<file path="src/source/fetch_pkg.sv">
package fetch_pkg;

  localparam int ADDR_W  = 32;
  localparam int INSTR_W = 32;
  localparam int BUS_W   = 64;                  // axi data and cache word

  // refill index and offset cover up to 256 sets of 16 words
  localparam int MAX_IDX_W = 8;
  localparam int MAX_OFF_W = 4;
  localparam int MAX_TAG_W = ADDR_W - 3;        // wide enough for any index/offset split

  localparam logic [2:0] AXI_SIZE_8B    = 3'b011;
  localparam logic [1:0] AXI_BURST_INCR = 2'b01;

  typedef logic [ADDR_W-1:0]  addr_t;
  typedef logic [INSTR_W-1:0] instr_t;

  // one bus beat, stored raw and read back as two instructions
  typedef union packed {
    logic [BUS_W-1:0] raw;
    instr_t [1:0]     half;                     // picked by addr bit 2
  } bus_word_u;

  typedef struct packed {
    logic  valid;
    addr_t addr;
  } fetch_req_t;

  // one refill beat into the way arrays
  typedef struct packed {
    logic                 valid;
    logic [MAX_IDX_W-1:0] idx;                  // low bits used
    logic [MAX_TAG_W-1:0] tag;                  // low bits used
    logic [MAX_OFF_W-1:0] off;
    bus_word_u            data;
    logic                 last;                 // line complete after this beat
  } refill_t;

  // axi read address channel, refill subset
  typedef struct packed {
    logic       valid;
    addr_t      addr;
    logic [7:0] len;
    logic [2:0] size;
    logic [1:0] burst;
  } axi_ar_t;

  // axi read data channel
  typedef struct packed {
    logic       valid;
    bus_word_u  data;
    logic [1:0] resp;
    logic       last;
  } axi_r_t;

endpackage

</file>
<file path="src/source/icache_resp.sv">
module icache_resp #(
  parameter int NUM_WAYS   = 2,
  parameter int NUM_SETS   = 16,
  parameter int LINE_WORDS = 4
) (
  input  logic                  clk,
  input  logic                  arst_n_i,
  input  fetch_pkg::fetch_req_t lookup_i,
  input  logic                  redirect_valid_i,
  input  logic [NUM_WAYS-1:0]   way_hit_i,
  input  fetch_pkg::bus_word_u  way_word_i [NUM_WAYS],
  input  logic                  instr_ready_i,
  output logic                  hold_o,
  output fetch_pkg::refill_t    refill_o,
  output logic [NUM_WAYS-1:0]   way_we_o,
  output logic                  instr_valid_o,
  output fetch_pkg::instr_t     instr_o,
  output fetch_pkg::addr_t      instr_pc_o,
  output fetch_pkg::axi_ar_t    axi_ar_o,
  input  logic                  axi_ar_ready_i,
  input  fetch_pkg::axi_r_t     axi_r_i,
  output logic                  axi_r_ready_o
);

  localparam int OFF_W   = $clog2(LINE_WORDS);
  localparam int IDX_W   = $clog2(NUM_SETS);
  localparam int IDX_LSB = OFF_W + 3;
  localparam int TAG_LSB = IDX_LSB + IDX_W;
  localparam int TAG_W   = fetch_pkg::ADDR_W - TAG_LSB;
  localparam int WAY_W   = (NUM_WAYS > 1) ? $clog2(NUM_WAYS) : 1;

  typedef enum logic [1:0] {
    IDLE,
    AR_REQ,    // address out, waiting for ready
    R_DATA,    // beats streaming into the victim
    REPLAY     // ways re-read the held lookup
  } state_e;

  state_e               state_q, state_d;
  logic                 req_q;        // lookup in flight is still wanted
  fetch_pkg::addr_t     pc_q;
  logic                 hit_any;
  fetch_pkg::bus_word_u hit_word;
  logic                 miss_seen;
  logic                 beat_fire;
  logic [OFF_W-1:0]     beat_q;
  logic [WAY_W-1:0]     victim_q;     // global round robin

  // merge the ways, at most one hits
  always_comb begin
    hit_word = '0;
    for (int w = 0; w < NUM_WAYS; w++) begin
      if (way_hit_i[w]) begin
        hit_word.raw = hit_word.raw | way_word_i[w].raw;
      end
    end
  end

  assign hit_any   = |way_hit_i;
  assign miss_seen = (state_q == IDLE) & req_q & ~hit_any;

  assign instr_valid_o = (state_q == IDLE) & req_q & hit_any;
  assign instr_o       = hit_word.half[pc_q[2]];
  assign instr_pc_o    = pc_q;

  // stall on back-pressure and for the whole miss
  assign hold_o = (state_q != IDLE) | miss_seen | (instr_valid_o & ~instr_ready_i);

  always_ff @(posedge clk or negedge arst_n_i) begin
    if (!arst_n_i) begin
      req_q <= 1'b0;
    end else if (redirect_valid_i) begin
      req_q <= 1'b0;                          // drop pending output or replay
    end else if (!hold_o) begin
      req_q <= lookup_i.valid;
    end
  end

  always_ff @(posedge clk) begin
    if (!hold_o) begin
      pc_q <= lookup_i.addr;
    end
  end

  always_comb begin
    state_d = state_q;
    case (state_q)
      IDLE:    if (miss_seen && !redirect_valid_i) state_d = AR_REQ;
      AR_REQ:  if (axi_ar_ready_i) state_d = R_DATA;
      R_DATA:  if (axi_r_i.valid && axi_r_i.last) state_d = REPLAY;
      default: state_d = IDLE;                // refreshed way outputs are valid now
    endcase
  end

  assign beat_fire = (state_q == R_DATA) & axi_r_i.valid;

  always_ff @(posedge clk or negedge arst_n_i) begin
    if (!arst_n_i) begin
      state_q  <= IDLE;
      beat_q   <= '0;
      victim_q <= '0;
    end else begin
      state_q <= state_d;
      if (state_q == AR_REQ) begin
        beat_q <= '0;
      end else if (beat_fire) begin
        beat_q <= beat_q + 1'b1;
      end
      if (beat_fire && axi_r_i.last) begin
        if (victim_q == WAY_W'(NUM_WAYS - 1)) begin
          victim_q <= '0;
        end else begin
          victim_q <= victim_q + 1'b1;
        end
      end
    end
  end

  // refill beat shared by all ways, only the victim is enabled
  always_comb begin
    refill_o                 = '0;
    refill_o.valid           = beat_fire;
    refill_o.idx[IDX_W-1:0]  = pc_q[IDX_LSB +: IDX_W];
    refill_o.tag[TAG_W-1:0]  = pc_q[TAG_LSB +: TAG_W];
    refill_o.off[OFF_W-1:0]  = beat_q;
    refill_o.data            = axi_r_i.data;
    refill_o.last            = axi_r_i.last;
    way_we_o                 = '0;
    if (beat_fire) begin
      way_we_o[victim_q] = 1'b1;
    end
  end

  // pc_q is frozen by hold so the fields stay put until ready
  assign axi_ar_o.valid = (state_q == AR_REQ);
  assign axi_ar_o.addr  = {pc_q[fetch_pkg::ADDR_W-1:IDX_LSB], {IDX_LSB{1'b0}}};
  assign axi_ar_o.len   = 8'(LINE_WORDS - 1);
  assign axi_ar_o.size  = fetch_pkg::AXI_SIZE_8B;
  assign axi_ar_o.burst = fetch_pkg::AXI_BURST_INCR;

  assign axi_r_ready_o = (state_q == R_DATA);

endmodule

</file>
<file path="config.mk">
export PLATFORM = sky130hd
export DESIGN_NAME = icache_resp
export DESIGN_NICKNAME = d
export VERILOG_FILES = /design/src/source/fetch_pkg.sv /design/src/source/icache_resp.sv
export SDC_FILE = /design/constraint.sdc
export NUM_CORES = 1
export LEC_CHECK = 0
export ABC_CLOCK_PERIOD_IN_PS = 3100
export BUFFER_PORTS_ARGS = -buffer_cell sky130_fd_sc_hd__buf_2
export CAP_MARGIN = 20
export CORE_AREA = 2 2 180 182
export CTS_BUF_LIST = sky130_fd_sc_hd__clkbuf_8
export CTS_CLUSTER_SIZE = 24
export DETAILED_ROUTE_END_ITERATION = 6
export DIE_AREA = 0 0 182 184
export SYNTH_ARGS = -nofsm -noshare
export SYNTH_HDL_FRONTEND = slang
export SYNTH_SLANG_ARGS = --single-unit
</file>
<file path="constraint.sdc">
create_clock -name clk -period 3.1 [get_ports clk]
set_input_delay 0.62 -clock clk [delete_from_list [all_inputs] [get_ports clk]]
set_output_delay 0.62 -clock clk [all_outputs]
set_load 0.01 [all_outputs]
</file>
==> run_results.csv <==
group,metric,value,unit
place,io_buffer_count,297,
final_layout,fin_cells,909,
run,cap_violations,0,
final_layout,multiInputGateArea,990,µm²
yosys,synth.distinct_cells,25,
critical_path,critPathLaunchType,"primary input",
pwr,power_density,661,nW/µm²
final_layout,drive_above_1_share,62.3,%
timing,period_minus_slack,2.60,ns
route,drcViolationCount,0,
critical_path,max_stage_delay,0.44,ns
final_layout,layout_commonest_cell,"buf_2",
route,ant_nets,0,
critical_path,cp-end-kind,"primary output",
timing,slew_headroom,61.4,%
clock_tree,post_cts_buffers,0,
timing,clock.fmax,385,MHz
final_layout,fillers,3571,
critical_path,cp_common_cell,"buf_2",
route,vias_per_cell,3.33,
critical_path,cp_slowest_cell,"buf_2",
global_route,grt_max_degree,41,
timing,fin_worst_skew,0.0172,ns
timing,hold_viol_final,0,
final_layout,layout.nets,745,
global_route,grt-ovfl-total,0,
timing,holdWs,0.124,ns
yosys,postSynthCellCount,336,
timing,fin_ws,0.500,ns
hold_path,hp-class,"primary input to asynchronous set/reset pin",
yosys,synth_top_cell_area_share,35.1,%
die,design.die.area,33500,µm²
place,dpl.cell_count,901,
timing,setup_viol,0,
clock_tree,hold_buffers,0,
die,io_pins,458,
run_status,status,"complete, no violations",
final_layout,area_delta_synth_final,34.4,%
timing,tns,0,ns
global_route,grt_pass1_wl,16.0,mm
critical_path,reg2reg_slack,1.35,ns
timing,worstMarginPinSlew,0.580,ns
clock_tree,cts_max_level,2,
yosys,ys_seq_area_share,34.6,%
clock_tree,cts_resized,0,
critical_path,critPathKind,"primary input to primary output",
global_route,grt_use_total,6.39,%
place,dp_slack,0.536,ns
die,fp-row-count,65,
die,core-area,31400,µm²
route,wl_per_cell,13.4,µm
clock_tree,cts_tree,"done",
place,gp_congestion,0.780,
global_route,antenna_found_initial,0,
route,drtIter0Drc,128,
route,firstDrtPassIters,4,
yosys,postSynthAreaPerCell,9.55,µm²
die,die_w,182,µm
final_layout,diodes,0,
clock_tree,clkLatencyLatePin,0.30,ns
yosys,yosysWarnings,0,
yosys,synth_area_leaders,"buf_4 (35%), edfxtp_1 (30%), a221oi_1 (8.7%)",
timing,finalCritPeriodShare,83.9,%
clock_tree,cts_sinks,38,
die,start_util,10.2,%
place,dp_hpwl,10.1,mm
route,num_vias,3029,
pwr,p_leak,2.06,nW
clock_tree,clockRootBuffer,"clkbuf_8",
critical_path,cp_max_fo,33,
critical_path,path_delay_family,"buffers and inverters",
critical_path,worstReg2RegStart,"state_q[0]",
yosys,yosysTopAreaCell,"buf_4",
yosys,syn-cell-area,3210,µm²
critical_path,cp_data_arrival_time,1.98,ns
critical_path,crit_required,2.48,ns
yosys,ys_ff_latch,38,
die,chipHeight,184,µm
critical_path,critical_path.reg2reg.endpoint,"instr_pc_o[31]",
route,routed_wl,12.2,mm
final_layout,mostFrequentLayoutCells,"buf_2 (297), a22oi_1 (32), a221oi_1 (32), a21oi_1 (32), edfxtp_1 (32)",
timing,rsz0062_at_grt,"no",
critical_path,reg2regPathDepth,4,
critical_path,crit_chain,"buf_2 -> buf_12 -> buf_4 -> a22oi_1 -> a21oi_1 -> buf_2",
clock_tree,clk_pin_slew,0.09,ns
timing,final_max_slew_viol_count,0,
global_route,grt_pass1_vias,2678,
clock_tree,cts_buffers,5,
pwr,peakVddDrop,0.000236,V
clock_tree,clk_path_buf_depth,2,
final_layout,seqCellArea,1110,µm²
critical_path,cp.buffers_inverters,4,
==> Yosys cell counts <==
cell	number
a211oi_1	1
a21boi_1	1
a21oi_1	32
a221oi_1	32
a221oi_2	1
a22oi_1	32
and3_1	1
buf_4	150
clkbuf_1	21
conb_1	2
dfrtp_1	6
edfxtp_1	32
ha_1	3
inv_1	5
mux2_1	1
nand2_1	2
nand3_1	2
nor2_1	4
nor2b_1	1
o211a_1	1
o21ai_1	1
o32a_1	1
or4b_1	1
xnor2_1	1
xor2_1	2
==> power by group <==
part           total, W  internal, W  switching [W]
Combinational   0.00150     0.000626       0.000877
Clock          0.000419     0.000237       0.000182
Sequential     0.000928     0.000793       0.000135
Total           0.00285      0.00166        0.00119
==> routing by layer <==
layer | vias to the layer above | global-route usage (%) | wire, µm
met5 | - | 0 | 0
met4 | 0 | 2.13 | 244
met3 | 24 | 2.54 | 1320
met2 | 225 | 11.0 | 6060
met1 | 1393 | 7.18 | 4530
li1 | 1387 | - | -
==> sequential cells by signal (all words and copies together) (netlist names) <==
register	cells
victim_q	1
state_q	2
instr_pc_o	32
beat_q	2
req_q	1
==> area by class of cell <==
type,instances,share of cell area (%)
flip-flops and latches,38,25.8
clock inverters,3,0.929
clock buffers,5,1.60
well taps,402,11.7
multi-input cells,150,23.0
repair buffers,306,36.6
inverters,5,0.435
==> kinds of logic after synthesis <==
| logic type | Yosys count | synth area share (%) |
|---|---|---|
| flops | 38 | 34.6 |
| mux | 1 | 0.351 |
| other cells | 2 | 0.234 |
| fa+ha+maj | 3 | 1.17 |
| simple gates | 11 | 1.72 |
| compound gates | 102 | 22.9 |
| xor+xnor | 3 | 0.819 |
| buf+inv | 176 | 38.1 |
==> stage by stage <==
stage | power [W] | area (µm²) | utilization (%)
detailed placement | 0.00246 | 4200 | 13.4
CTS | 0.00290 | 4310 | 13.7
finish | 0.00285 | 4310 | 13.7
global route | 0.00304 | 4310 | 13.7
global placement | 0.00244 | 4200 | 13.4
floorplan | 0.00207 | 3320 | -
==> worst reg2reg max path, stage by stage (launching register included) <==
cell and delay [ns]:
dfrtp_1 0.41, inv_1 0.08, ha_1 0.26, a21boi_4 0.21, buf_4 0.40
==> worst max path at each step <==
stage | slack [ns] | start | to | cells after the start
after floorplan | 0.60 | state_q[0] | hold_o | 4
after global placement | 0.60 | way_hit_i[0] | instr_o[7] | 6
after detailed placement | 0.54 | way_hit_i[0] | instr_o[4] | 6
after CTS | 0.54 | way_hit_i[0] | instr_o[4] | 6
after global routing | 0.36 | way_hit_i[0] | instr_o[4] | 6
final | 0.50 | way_hit_i[0] | instr_o[4] | 6
Note: power is estimated with default switching activity, not from simulation.
