==> src/source/fetch_pkg.sv <==
package fetch_pkg;

  localparam int ADDR_W  = 32;
  localparam int INSTR_W = 32;
  localparam int BUS_W   = 64;                  // axi data and cache word

  // refill index and offset cover up to 256 sets of 16 words
  localparam int MAX_IDX_W = 8;
  localparam int MAX_OFF_W = 4;
  localparam int MAX_TAG_W = ADDR_W - 3;        // wide enough for any index/offset split

  localparam logic [2:0] AXI_SIZE_8B    = 3'b011;
  localparam logic [1:0] AXI_BURST_INCR = 2'b01;

  typedef logic [ADDR_W-1:0]  addr_t;
  typedef logic [INSTR_W-1:0] instr_t;

  // one bus beat, stored raw and read back as two instructions
  typedef union packed {
    logic [BUS_W-1:0] raw;
    instr_t [1:0]     half;                     // picked by addr bit 2
  } bus_word_u;

  typedef struct packed {
    logic  valid;
    addr_t addr;
  } fetch_req_t;

  // one refill beat into the way arrays
  typedef struct packed {
    logic                 valid;
    logic [MAX_IDX_W-1:0] idx;                  // low bits used
    logic [MAX_TAG_W-1:0] tag;                  // low bits used
    logic [MAX_OFF_W-1:0] off;
    bus_word_u            data;
    logic                 last;                 // line complete after this beat
  } refill_t;

  // axi read address channel, refill subset
  typedef struct packed {
    logic       valid;
    addr_t      addr;
    logic [7:0] len;
    logic [2:0] size;
    logic [1:0] burst;
  } axi_ar_t;

  // axi read data channel
  typedef struct packed {
    logic       valid;
    bus_word_u  data;
    logic [1:0] resp;
    logic       last;
  } axi_r_t;

endpackage

==> src/source/pc_gen.sv <==
module pc_gen #(
  parameter fetch_pkg::addr_t RESET_PC = 32'h8000_0000
) (
  input  logic                  clk,
  input  logic                  arst_n_i,
  input  logic                  redirect_valid_i,
  input  fetch_pkg::addr_t      redirect_pc_i,
  input  logic                  hold_i,
  output fetch_pkg::fetch_req_t lookup_o
);

  fetch_pkg::addr_t pc_q;   // pc of the lookup presented this cycle
  logic             run_q;  // first lookup goes out one cycle after reset
  logic             issue;

  // a lookup is taken by the ways whenever it is presented and not held
  assign issue = run_q & ~hold_i;

  always_ff @(posedge clk or negedge arst_n_i) begin
    if (!arst_n_i) begin
      pc_q  <= RESET_PC;
      run_q <= 1'b0;
    end else begin
      run_q <= 1'b1;
      if (redirect_valid_i) begin
        // redirect wins over hold, the pending lookup is dropped downstream
        pc_q <= {redirect_pc_i[fetch_pkg::ADDR_W-1:2], 2'b00};
      end else if (issue) begin
        pc_q <= pc_q + fetch_pkg::ADDR_W'(4);  // next sequential instruction
      end
    end
  end

  assign lookup_o.valid = run_q;
  assign lookup_o.addr  = pc_q;

endmodule

==> config.mk <==
export PLATFORM = sky130hd
export DESIGN_NAME = pc_gen
export DESIGN_NICKNAME = d
export VERILOG_FILES = /design/src/source/fetch_pkg.sv /design/src/source/pc_gen.sv
export SDC_FILE = /design/constraint.sdc
export NUM_CORES = 1
export LEC_CHECK = 0
export ABC_AREA = 0
export BUFFER_PORTS_ARGS = -buffer_cell sky130_fd_sc_hd__clkbuf_2
export CAP_MARGIN = 10
export CORE_UTILIZATION = 49
export DETAILED_ROUTE_END_ITERATION = 7
export PLACE_DENSITY_LB_ADDON = 0.1
export REMOVE_ABC_BUFFERS = 1
export SLEW_MARGIN = 10
export SYNTH_ARGS = -nofsm -noshare
export SYNTH_HDL_FRONTEND = slang
export SYNTH_SLANG_ARGS = --single-unit
export TNS_END_PERCENT = 10
==> constraint.sdc <==
create_clock -name clk -period 2.3 [get_ports clk]
set_input_delay 0 -clock clk [delete_from_list [all_inputs] [get_ports clk]]
set_output_delay 0 -clock clk [all_outputs]
set_load 0.05 [all_outputs]
==> impl_results.md, run 1 <==
* Initial antenna violation count at 0
* CP Launch Type: flop
* Final TNS setup at 0 ns
* Largest net degree at the start of global routing at 32
* Final hold vios at 0
* Design Area, Final at ~2600 sq um
* CTS root buf: clkbuf_8
* Crit Path Class: flop to flop
* Die W at 63.02 um
* Leading cell type in the layout, fill and taps excluded: clkbuf_2
* R2R Path End: pc_q[27]$_DFFE_PN0N_
* Total GRT Usage at 28.67%
* DR WL/cell at around 15 um
* Worst EP required at 2.48 ns
* Outcome: finished clean
* Final wirelength at 5.310 mm
* R2r setup slk at about 0.14 ns
* Clock skew at about 0.0026 ns
* Most frequent cells in the layout: clkbuf_2, dlygate4sd3_1, dfrtp_1
* CP endpoint kind: flop
* Total via count in the routed design at about 2000
* Residual DRC count at 0
* Met1 wire length at 2.382 mm
* Inst Count DP at about 320
* DR WL met3 at approximately 260 um
* R2r startpoint: pc_q[14]$_DFFE_PN0N_
* Clock transition at path regs at 0.06 ns
* Cts bufs inserted at 5
* Setup crit end: pc_q[27]$_DFFE_PN0N_
* Layout area overhead at 41.63%
* Fmax achieved at 0.4636 GHz
* CTS tree: yes
* Ant. Diodes at 0
* Synthesized area per cell at around 8.6 sq um
* PortBufs at 64
* Final period demand of the worst path at roughly 2.2 ns
* IO Pins at just under 70
* Die height at around 63 um
* HP Class: input pin to flop
* Maximum vdd ir drop at about 0.38 mV
* DIE AREA at approximately 4000 sq um
* Nets@finish at ~350
* DP Worst Slack at roughly 0.12 ns
* Cell Rows at 21
* Yosys warnings at 0
* Core ar. at 3442 sq um
* Slew Limit Fails at 0
* R2R depth at 4
* RSZ-0062 raised after global routing: no
* Crit-path max FO at 15
* Initial Utilization at 53.00%
* Drt via density at 5.713
* Final cycle utilization of the critical path at a little over nine tenths
* Worst skew pair latency at 0.29 ns
* Setup violators final at 0
* Clk sinks at 31
* Core Util, Final at about three quarters
* Worst path bufs/invs at 0
* Met2 wire len at around 2.6 mm
* Worst-path cell chain: nand3_1 -> or4_4 -> or4_1 -> a31o_1
* RePlAce Congestion at ~0.76
* Synthesized netlist cell count at between 200 and 250
* Worst setup path start: pc_q[14]$_DFFE_PN0N_
* Actual slew at the worst max-slew pin at between 0.7 and 0.8 ns
* Worst path slowest cell: or4_4
* Leakage at around 1.1 nW
* TritonRoute pass-1 iters at 4
* Worst slew margin at 47.80%
* # Max-Cap Violations at 0
* Synthesized area at 1824 sq um
* Crit-path max cell delay at 0.67 ns
* CP top delay family: simple AND/OR/NAND/NOR gates
* Power per cell area at a little over 600 nW/um^2
* CP arrival at 2.34 ns
* Placed Area at roughly 2200 sq um
* Longest Clk Path Bufs at 2
* Hpwl dp at about 3.2 mm
* #FFs+latches synth at 31
* Count of cell types in the netlist at 35
* Max layer used: met4
* Final worst slack at 0.1430 ns
* First DRT Iteration DRCs at ~150
* Register area share after synthesis at 42.59%
* Share of layout cells above drive strength 1 at 26.86%
* Fin cells at between 300 and 400
* H-tree depth at 2
* WP depth at 4
* First-pass GRT wire length at between 8 and 9 mm
* Grt total ovfl at 0
* Vias in the first global route at roughly 2000
* Post-CTS Setup Inserts at 0
* Antenna-violating nets left at 0
[kinds of logic (layout without fill, tap and decap cells)]
kind of cell             after synthesis  count (layout)  synth area share (%)
multiplexers                           1               1                0.5487
flip-flops                            31              31                 42.59
AO/OA/AOI/OAI                         44              44                 15.57
buffers and inverters                 17             113                 4.664
other                                  2               3                0.4117
AND/OR/NAND/NOR                      104             105                 30.25
XOR/XNOR                              11              11                 5.281
adder cells (fa/ha/maj)                1               1                0.6858
[worst min-delay path by stage]
| stage | startpoint | end | slack (ns) | depth (start not counted) |
|---|---|---|---|---|
| after global placement | arst_n_i | pc_q[24]$_DFFE_PN0N_ | 0.11 | 1 |
| final | redirect_pc_i[27] | pc_q[27]$_DFFE_PN0N_ | 0.05 | 4 |
| after floorplan | arst_n_i | pc_q[10]$_DFFE_PN0N_ | -0.30 | 0 |
| after global routing | redirect_pc_i[27] | pc_q[27]$_DFFE_PN0N_ | 0.07 | 4 |
| after CTS | redirect_pc_i[27] | pc_q[27]$_DFFE_PN0N_ | 0.05 | 4 |
| after detailed placement | arst_n_i | pc_q[26]$_DFFE_PN0N_ | 0.11 | 1 |
[worst min-delay path: cells and delay by family]
family                 cells  cell delay (ns)
AND/OR/NAND/NOR            1             0.05
buffers and inverters      1             0.09
AO/OA/AOI/OAI              2             0.17
[cells in the mapped netlist]
| library cell | n | area, sq um |
|---|---|---|
| xnor2_1 | 7 | 61.31 |
| conb_1 | 2 | 7.510 |
| nand4b_1 | 1 | 8.760 |
| or4_1 | 11 | 82.58 |
| and4_1 | 2 | 17.52 |
| nor2_1 | 18 | 67.56 |
| a211o_1 | 1 | 8.760 |
| o21ai_0 | 16 | 80.08 |
| clkbuf_1 | 8 | 30.03 |
| a31oi_1 | 13 | 81.33 |
| buf_4 | 3 | 22.52 |
| mux2i_1 | 1 | 10.01 |
| nor3_1 | 3 | 15.01 |
| buf_6 | 1 | 11.26 |
| and2_1 | 1 | 6.260 |
| or3_1 | 5 | 31.28 |
| inv_1 | 3 | 11.26 |
| nor2b_1 | 2 | 12.51 |
| a221o_1 | 2 | 20.02 |
| or4_4 | 1 | 11.26 |
| ha_1 | 1 | 12.51 |
| buf_2 | 2 | 10.01 |
| dfrtp_1 | 30 | 750.7 |
| nand3_1 | 10 | 50.05 |
| a31o_1 | 1 | 8.760 |
| and3_1 | 4 | 25.02 |
| nand4_1 | 11 | 68.82 |
| xor2_1 | 4 | 35.03 |
| o41ai_1 | 2 | 17.52 |
| dfstp_2 | 1 | 26.28 |
| nor4_1 | 5 | 31.28 |
| nand3_2 | 1 | 10.01 |
| o31ai_1 | 9 | 67.56 |
| and3b_1 | 1 | 8.760 |
| nand2_1 | 28 | 105.1 |
[report_power, final]
part | switching, W | internal [W]
Combinational | 0.000324 | 0.000154
Sequential | 0.0000651 | 0.000597
Clock | 0.000211 | 0.000212
[repair_timing]
action	4_1_cts	5_1_grt
endpoints found under the hold margin	59	0
setup endpoints to repair	0	1
gates resized for setup	0	1
hold buffers	30	0
[stage by stage]
| stage | total power [W] | hold slack [ns] |
|---|---|---|
| 2_1_floorplan | 0.0009532 | -0.2956 |
| 3_3_place_gp | 0.001095 | 0.1142 |
| 3_5_place_dp | 0.001102 | 0.1077 |
| 4_1_cts | 0.001558 | 0.05180 |
| 5_1_grt | 0.001641 | 0.06835 |
| 6_report | 0.001564 | 0.05181 |
[registers in the layout, indices dropped and copies added, names as in the netlist]
name / flops
run_q: 1
pc_q: 30
[area by class of cell]
| type | count | area, sq um |
|---|---|---|
| Fill cell | 280 | 858.3 |
| Clock buffer | 7 | 76.32 |
| Multi-Input combinational cell | 165 | 974.7 |
| Timing Repair Buffer | 102 | 680.7 |
| Tap cell | 46 | 57.56 |
| Sequential cell | 31 | 778.2 |
| Clock inverter | 1 | 5.005 |
| Inverter | 3 | 11.26 |
[metal layers]
layer | vias to the layer above | global-route usage [%]
met3 | 11 | 8.942
met2 | 67 | 47.04
met4 | 0 | 10.76
met1 | 969 | 34.87
li1 | 981 | -
met5 | - | 0
Power figures use the tool's default switching activity.
==> run 2, diff against run 1 <==
--- a/config.mk
+++ b/config.mk
@@ -6,10 +6,11 @@
 export NUM_CORES = 1
 export LEC_CHECK = 0
 export ABC_AREA = 0
-export BUFFER_PORTS_ARGS = -buffer_cell sky130_fd_sc_hd__clkbuf_2
 export CAP_MARGIN = 10
-export CORE_UTILIZATION = 49
+export CORE_ASPECT_RATIO = 1.25
+export CORE_UTILIZATION = 62
 export DETAILED_ROUTE_END_ITERATION = 7
+export DONT_BUFFER_PORTS = 1
 export PLACE_DENSITY_LB_ADDON = 0.1
 export REMOVE_ABC_BUFFERS = 1
 export SLEW_MARGIN = 10
==> run 2 against run 1 <==
First-iteration DRC count shrank 28%. Clock skew up 0.0075 ns. Sequential share of layout area up 2.0 points. Global-route usage rose by 13 points. Power decreased by 2.6%. Combinational power up 2%. Fmax fell by 1.5%. Clock-buffer cell count is 1 higher. Die area shrank 20%. Register-to-register slack got worse by 0.03 ns. Flip-flop and latch count unchanged.
==> impl_results.md, run 2 (synthesized netlist as in run 1, its figures left out) <==
* Initial antenna violation count at 0
* Vias in the first global route at roughly 2000
* Actual slew at the worst max-slew pin at approximately 1.1 ns
* Cell Rows at 21
* Outcome: finished clean
* Post-layout power at between 0.0015 and 0.002 W
* Max reg flops at 30
* Layout area overhead at 32.44%
* Final period demand of the worst path at approximately 2.2 ns
* Final worst slack at approximately 0.11 ns
* Initial Utilization at around two thirds
* Longest Clk Path Bufs at 2
* Maximum vdd ir drop at approximately 0.54 mV
* Clock skew at around 0.010 ns
* Die height at between 60 and 70 um
* TritonRoute pass-1 iters at 4
* Final wirelength at 5.934 mm
* RSZ-0062 raised after global routing: no
* PortBufs at 0
* Largest net degree at the start of global routing at 35
* Worst skew pair latency at about 0.34 ns
* Drt via density at approximately 6.7
* RePlAce Congestion at about 0.81
* H-tree depth at 2
* Setup violators final at 0
* Grt total ovfl at 0
* Die W at just over 50 um
* Total GRT Usage at about two fifths
* Multi-input logic area at about 970 sq um
* Crit-path max FO at 30
* Nets@finish at between 300 and 400
* Most frequent cells in the layout: dlygate4sd3_1, dfrtp_1, nand2_1, buf_4, nor2_1
* Worst slew margin at between 20% and 30%
* Residual DRC count at 0
* Slew Limit Fails at 0
* Worst EP required at about 2.5 ns
* Final hold vios at 0
* First-pass GRT wire length at slightly below 10 mm
* HP Class: input pin to flop
* Cts bufs inserted at 5
* Ant. Diodes at 0
* Core ar. at roughly 2700 sq um
* Final TNS setup at 0 ns
* Total via count in the routed design at just over 2000
* Fillers at 137
* IO Pins at about 70
* First DRT Iteration DRCs at between 100 and 150
* Leading cell type in the layout, fill and taps excluded: dlygate4sd3_1
* Leakage at roughly 0.96 nW
* Final cycle utilization of the critical path at 95.25%
* CTS tree: yes
* Crit Path Class: flop to flop
* Share of layout cells above drive strength 1 at between 10 and 15%
* DIE AREA at 3165 sq um
* Antenna-violating nets left at 0
* Clk sinks at 31
* Inst Count DP at between 200 and 300
* Fmax achieved at approximately 0.46 GHz
* CTS root buf: clkbuf_4
* CP arrival at around 2.4 ns
* Most flop-heavy register: pc_q
* CP endpoint kind: flop
* Register Area at 777.0 sq um
* Clock transition at path regs at ~0.11 ns
* Fin cells at 301
* Power per cell area at roughly 630 nW/um^2
* DP Worst Slack at approximately 0.19 ns
* # Max-Cap Violations at 0
* CP Launch Type: flop
* Largest regs: pc_q (30), run_q (1)
* Post-CTS sizing at 0
* DR WL/cell at slightly below 20 um
* Hpwl dp at roughly 3.3 mm
run 2: cell count changes in the layout (fill, tap and decap cells not counted), sizes merged:
| cell | change |
|---|---|
| clkinv | -1 |
| dlygate4sd3 | +2 |
| buf | +21 |
| or4 | -1 |
| clkbuf | -63 |
run 2: layout make-up:
type | instances | area share [%]
Multi-Input combinational cell | 164 | 39.98
Sequential cell | 31 | 32.16
Timing Repair Buffer | 61 | 22.79
Clock buffer | 8 | 2.848
Tap cell | 34 | 1.761
Inverter | 3 | 0.4661
run 2: worst max-delay path, cell delays in order, from the launching register on:
cell and delay, ns:
dfrtp_1 0.43, nand3_2 0.15, or4_4 0.71, or4_1 0.56
a31o_1 0.22
run 2: repair_timing:
item                      4_1_cts  5_1_grt
hold buffers                   33        0
setup buffers                   0        0
hold endpoints to repair       61        0
run 2: worst paths after layout:
path	from	endpoint	slack [ns]	cells after the start
max	pc_q[11]$_DFFE_PN0N_	pc_q[27]$_DFFE_PN0N_	0.11	4
min	redirect_valid_i	pc_q[27]$_DFFE_PN0N_	0.007	3
max reg2reg	pc_q[11]$_DFFE_PN0N_	pc_q[27]$_DFFE_PN0N_	0.11	4
min reg2reg	pc_q[27]$_DFFE_PN0N_	pc_q[27]$_DFFE_PN0N_	0.75	2
max in group asynchronous	arst_n_i	pc_q[31]$_DFFE_PN1N_	1.95	2
min in group asynchronous	arst_n_i	pc_q[13]$_DFFE_PN0N_	0.10	2
run 2: report_power, final:
| part | switching [W] | internal, W | total, W |
|---|---|---|---|
| Clock | 0.000195 | 0.000180 | 0.000375 |
| Combinational | 0.000335 | 0.000154 | 0.000489 |
| Sequential | 0.0000648 | 0.000596 | 0.000660 |
run 2: stage by stage:
stage / hold slack (ns) / util (%) / cell area, sq um
2_1_floorplan: -0.2956 / - / 1754
3_3_place_gp: -0.2950 / 73.44 / 2007
3_5_place_dp: -0.2950 / 73.44 / 2007
4_1_cts: 0.001231 / 88.42 / 2416
5_1_grt: 0.02764 / 88.42 / 2416
6_report: 0.007063 / 88.42 / 2416
run 2: per-layer routing:
layer	wire length (um)	GRT usage (%)	up-vias
met4	211	19.79	0
li1	-	-	892
met3	501	15.33	24
met2	3081	69.17	128
met1	2140	47.15	981
met5	0	0	-
==> run 3, diff against run 2 <==
--- a/config.mk
+++ b/config.mk
@@ -12,6 +12,7 @@
 export DETAILED_ROUTE_END_ITERATION = 7
 export DONT_BUFFER_PORTS = 1
 export PLACE_DENSITY_LB_ADDON = 0.1
+export RECOVER_POWER = 100
 export REMOVE_ABC_BUFFERS = 1
 export SLEW_MARGIN = 10
 export SYNTH_ARGS = -nofsm -noshare
==> run 3 against run 2 <==
Global-route usage unchanged. The run now ends with max-capacitance violations, max-slew violations left. Worst setup slack better by 0.022 ns. Clock skew down 0.0051 ns. Critical path type unchanged. Register-to-register slack better by 0.02 ns. Clock-buffer cell count unchanged. Final area down 3.3%. Hold slack worse by 0.0027 ns. Largest power group unchanged. Die area unchanged. First-iteration DRC count down 0.92%. Fmax up 1.0%. Flip-flop and latch count unchanged.
==> impl_results.md, run 3 (synthesized netlist as in run 1, its figures left out) <==
* Antenna-violating nets left at 0
* Clk network pwr share at between 20% and 30%
* Worst EP required at about 2.5 ns
* TritonRoute pass-1 iters at 4
* Worst slew margin at -13.18%
* R2r setup slk at around 0.13 ns
* Clk sinks at 31
* Die W at 50.52 um
* Slew Limit Fails at 32
* Hpwl dp at around 3.3 mm
* HP Class: input pin to flop
* Clock transition at path regs at ~0.10 ns
* Fmax achieved at around 0.46 GHz
* DR WL/cell at roughly 19 um
* PortBufs at 0
* Actual slew at the worst max-slew pin at roughly 1.7 ns
* RePlAce Congestion at slightly above 0.8
* Leading cell type in the layout, fill and taps excluded: dlygate4sd3_1
* Hold_ws at approximately 0.0043 ns
* Layout area overhead at 28.05%
* Most frequent cells in the layout: dlygate4sd3_1, dfrtp_1, nand2_1
* Failing checks: max-capacitance violations, max-slew violations
* Core ar. at 2733 sq um
* Placed Area at 2007 sq um
* Residual DRC count at 0
* Sw Ratio at between 30% and 40%
* Longest Clk Path Bufs at 2
* R2R Path End: pc_q[27]$_DFFE_PN0N_
* Nets@finish at between 300 and 400
* Sequential share of power at ~44%
* Maximum vdd ir drop at between 0.5 and 0.6 mV
* RSZ-0062 raised after global routing: no
* Total via count in the routed design at 2007
* Crit-path max FO at 30
* CTS root buf: clkbuf_4
* Worst setup path start: pc_q[11]$_DFFE_PN0N_
* Setup violators final at 0
* R2r startpoint: pc_q[11]$_DFFE_PN0N_
* First DRT Iteration DRCs at 108
* Final period demand of the worst path at around 2.2 ns
* Max reg flops at 30
* Power per cell area at about 640 nW/um^2
* Cts bufs inserted at 5
* Worst skew pair latency at approximately 0.34 ns
* Grt total ovfl at 0
* Clock skew at about 0.0050 ns
* CP endpoint kind: flop
* Design Area, Final at between 2000 and 2500 sq um
* Leakage at slightly below 0.9 nW
* CP arrival at roughly 2.4 ns
* Final cycle utilization of the critical path at 94.29%
* Worst hold start: redirect_valid_i
* Drt via density at 6.668
* # Max-Cap Violations at 1
* Outcome: finished with violations
* Post-CTS Setup Inserts at 0
* Fillers at about 170
* Largest net degree at the start of global routing at 35
* Worst Hold End: pc_q[27]$_DFFE_PN0N_
* Multi-input logic area at between 900 and 1000 sq um
* Combinational share of power at between 30% and 40%
* Core Util, Final at a little under nine tenths
* R2R depth at 4
* DIE AREA at 3165 sq um
* Final hold vios at 0
* Crit Path Class: flop to flop
* Share of layout cells above drive strength 1 at 7.491%
* Total GRT Usage at approximately two fifths
* Initial Utilization at roughly two thirds
* Most flop-heavy register: pc_q
* Die height at between 60 and 70 um
* Cell Rows at 21
* CP Launch Type: flop
* Initial antenna violation count at 0
* Ant. Diodes at 0
* Final TNS setup at 0 ns
* Register Area at slightly below 800 sq um
* Hold depth at 3
* Largest regs: pc_q (30), run_q (1)
* IO Pins at just under 70
* CTS tree: yes
* First-pass GRT wire length at 9.722 mm
* H-tree depth at 2
* Switching power at a little under 0.0006 W
* P_int at ~0.0009 W
* Vias in the first global route at between 1500 and 2000
* Final wirelength at ~5.9 mm
[run 3: cell types whose count changed in the layout (fill, tap and decap cells not counted)]
cell      delta
clkbuf_1    +18
buf_4       -17
buf_12       -1
dfstp_1      +1
dfstp_2      -1
[run 3: power by group through the flow]
stage | registers, W | clock network [W] | logic, W
6_report | 0.000658 | 0.000375 | 0.000460
5_1_grt | 0.000664 | 0.000395 | 0.000491
4_1_cts | 0.000653 | 0.000375 | 0.000473
3_5_place_dp | 0.000664 | 0 | 0.000405
3_3_place_gp | 0.000660 | 0 | 0.000395
2_1_floorplan | 0.000841 | 0 | 0.000112
[run 3: worst max-delay path by stage]
stage | slack (ns) | depth (start not counted) | to
2_1_floorplan | -0.14 | 4 | pc_q[27]$_DFFE_PN0N_
3_3_place_gp | 0.25 | 4 | pc_q[27]$_DFFE_PN0N_
3_5_place_dp | 0.19 | 4 | pc_q[27]$_DFFE_PN0N_
4_1_cts | 0.19 | 4 | pc_q[27]$_DFFE_PN0N_
5_1_grt | 0.02 | 4 | pc_q[27]$_DFFE_PN0N_
6_report | 0.13 | 4 | pc_q[27]$_DFFE_PN0N_
[run 3: per-layer routing]
metal | track usage [%] | vias to the layer above | share of wire [%]
met1 | 47.15 | 963 | 36
met5 | 0 | - | 0
met3 | 15.33 | 30 | 8.1
li1 | - | 896 | -
met4 | 19.79 | 0 | 3.7
met2 | 69.17 | 118 | 52
[run 3: layout make-up]
class	count	share of cell area, %
multi-input combinational	164	41.35
sequential	31	33.26
timing repair buffer	61	20.14
clock buffer	8	2.946
tap	34	1.821
inverter	3	0.4821
[run 3: critical path, cell delays in order (launching register included)]
cell and delay (ns):
dfrtp_1 0.42, nand3_2 0.14, or4_4 0.72, or4_1 0.56, a31o_1 0.23
[run 3: repair_timing]
item,4_1_cts,5_1_grt
gates resized for setup,0,0
hold buffers,33,0
setup endpoints to repair,0,0
endpoints found under the hold margin,61,0
[run 3: metrics by stage]
| stage | power [W] | worst slack [ns] | cells |
|---|---|---|---|
| global route | 0.001549 | 0.01972 | 301 |
| floorplan | 0.0009532 | -0.1371 | 198 |
| global placement | 0.001055 | 0.2481 | 260 |
| detailed placement | 0.001069 | 0.1910 | 260 |
| finish | 0.001494 | 0.1312 | 301 |
| CTS | 0.001501 | 0.1884 | 301 |
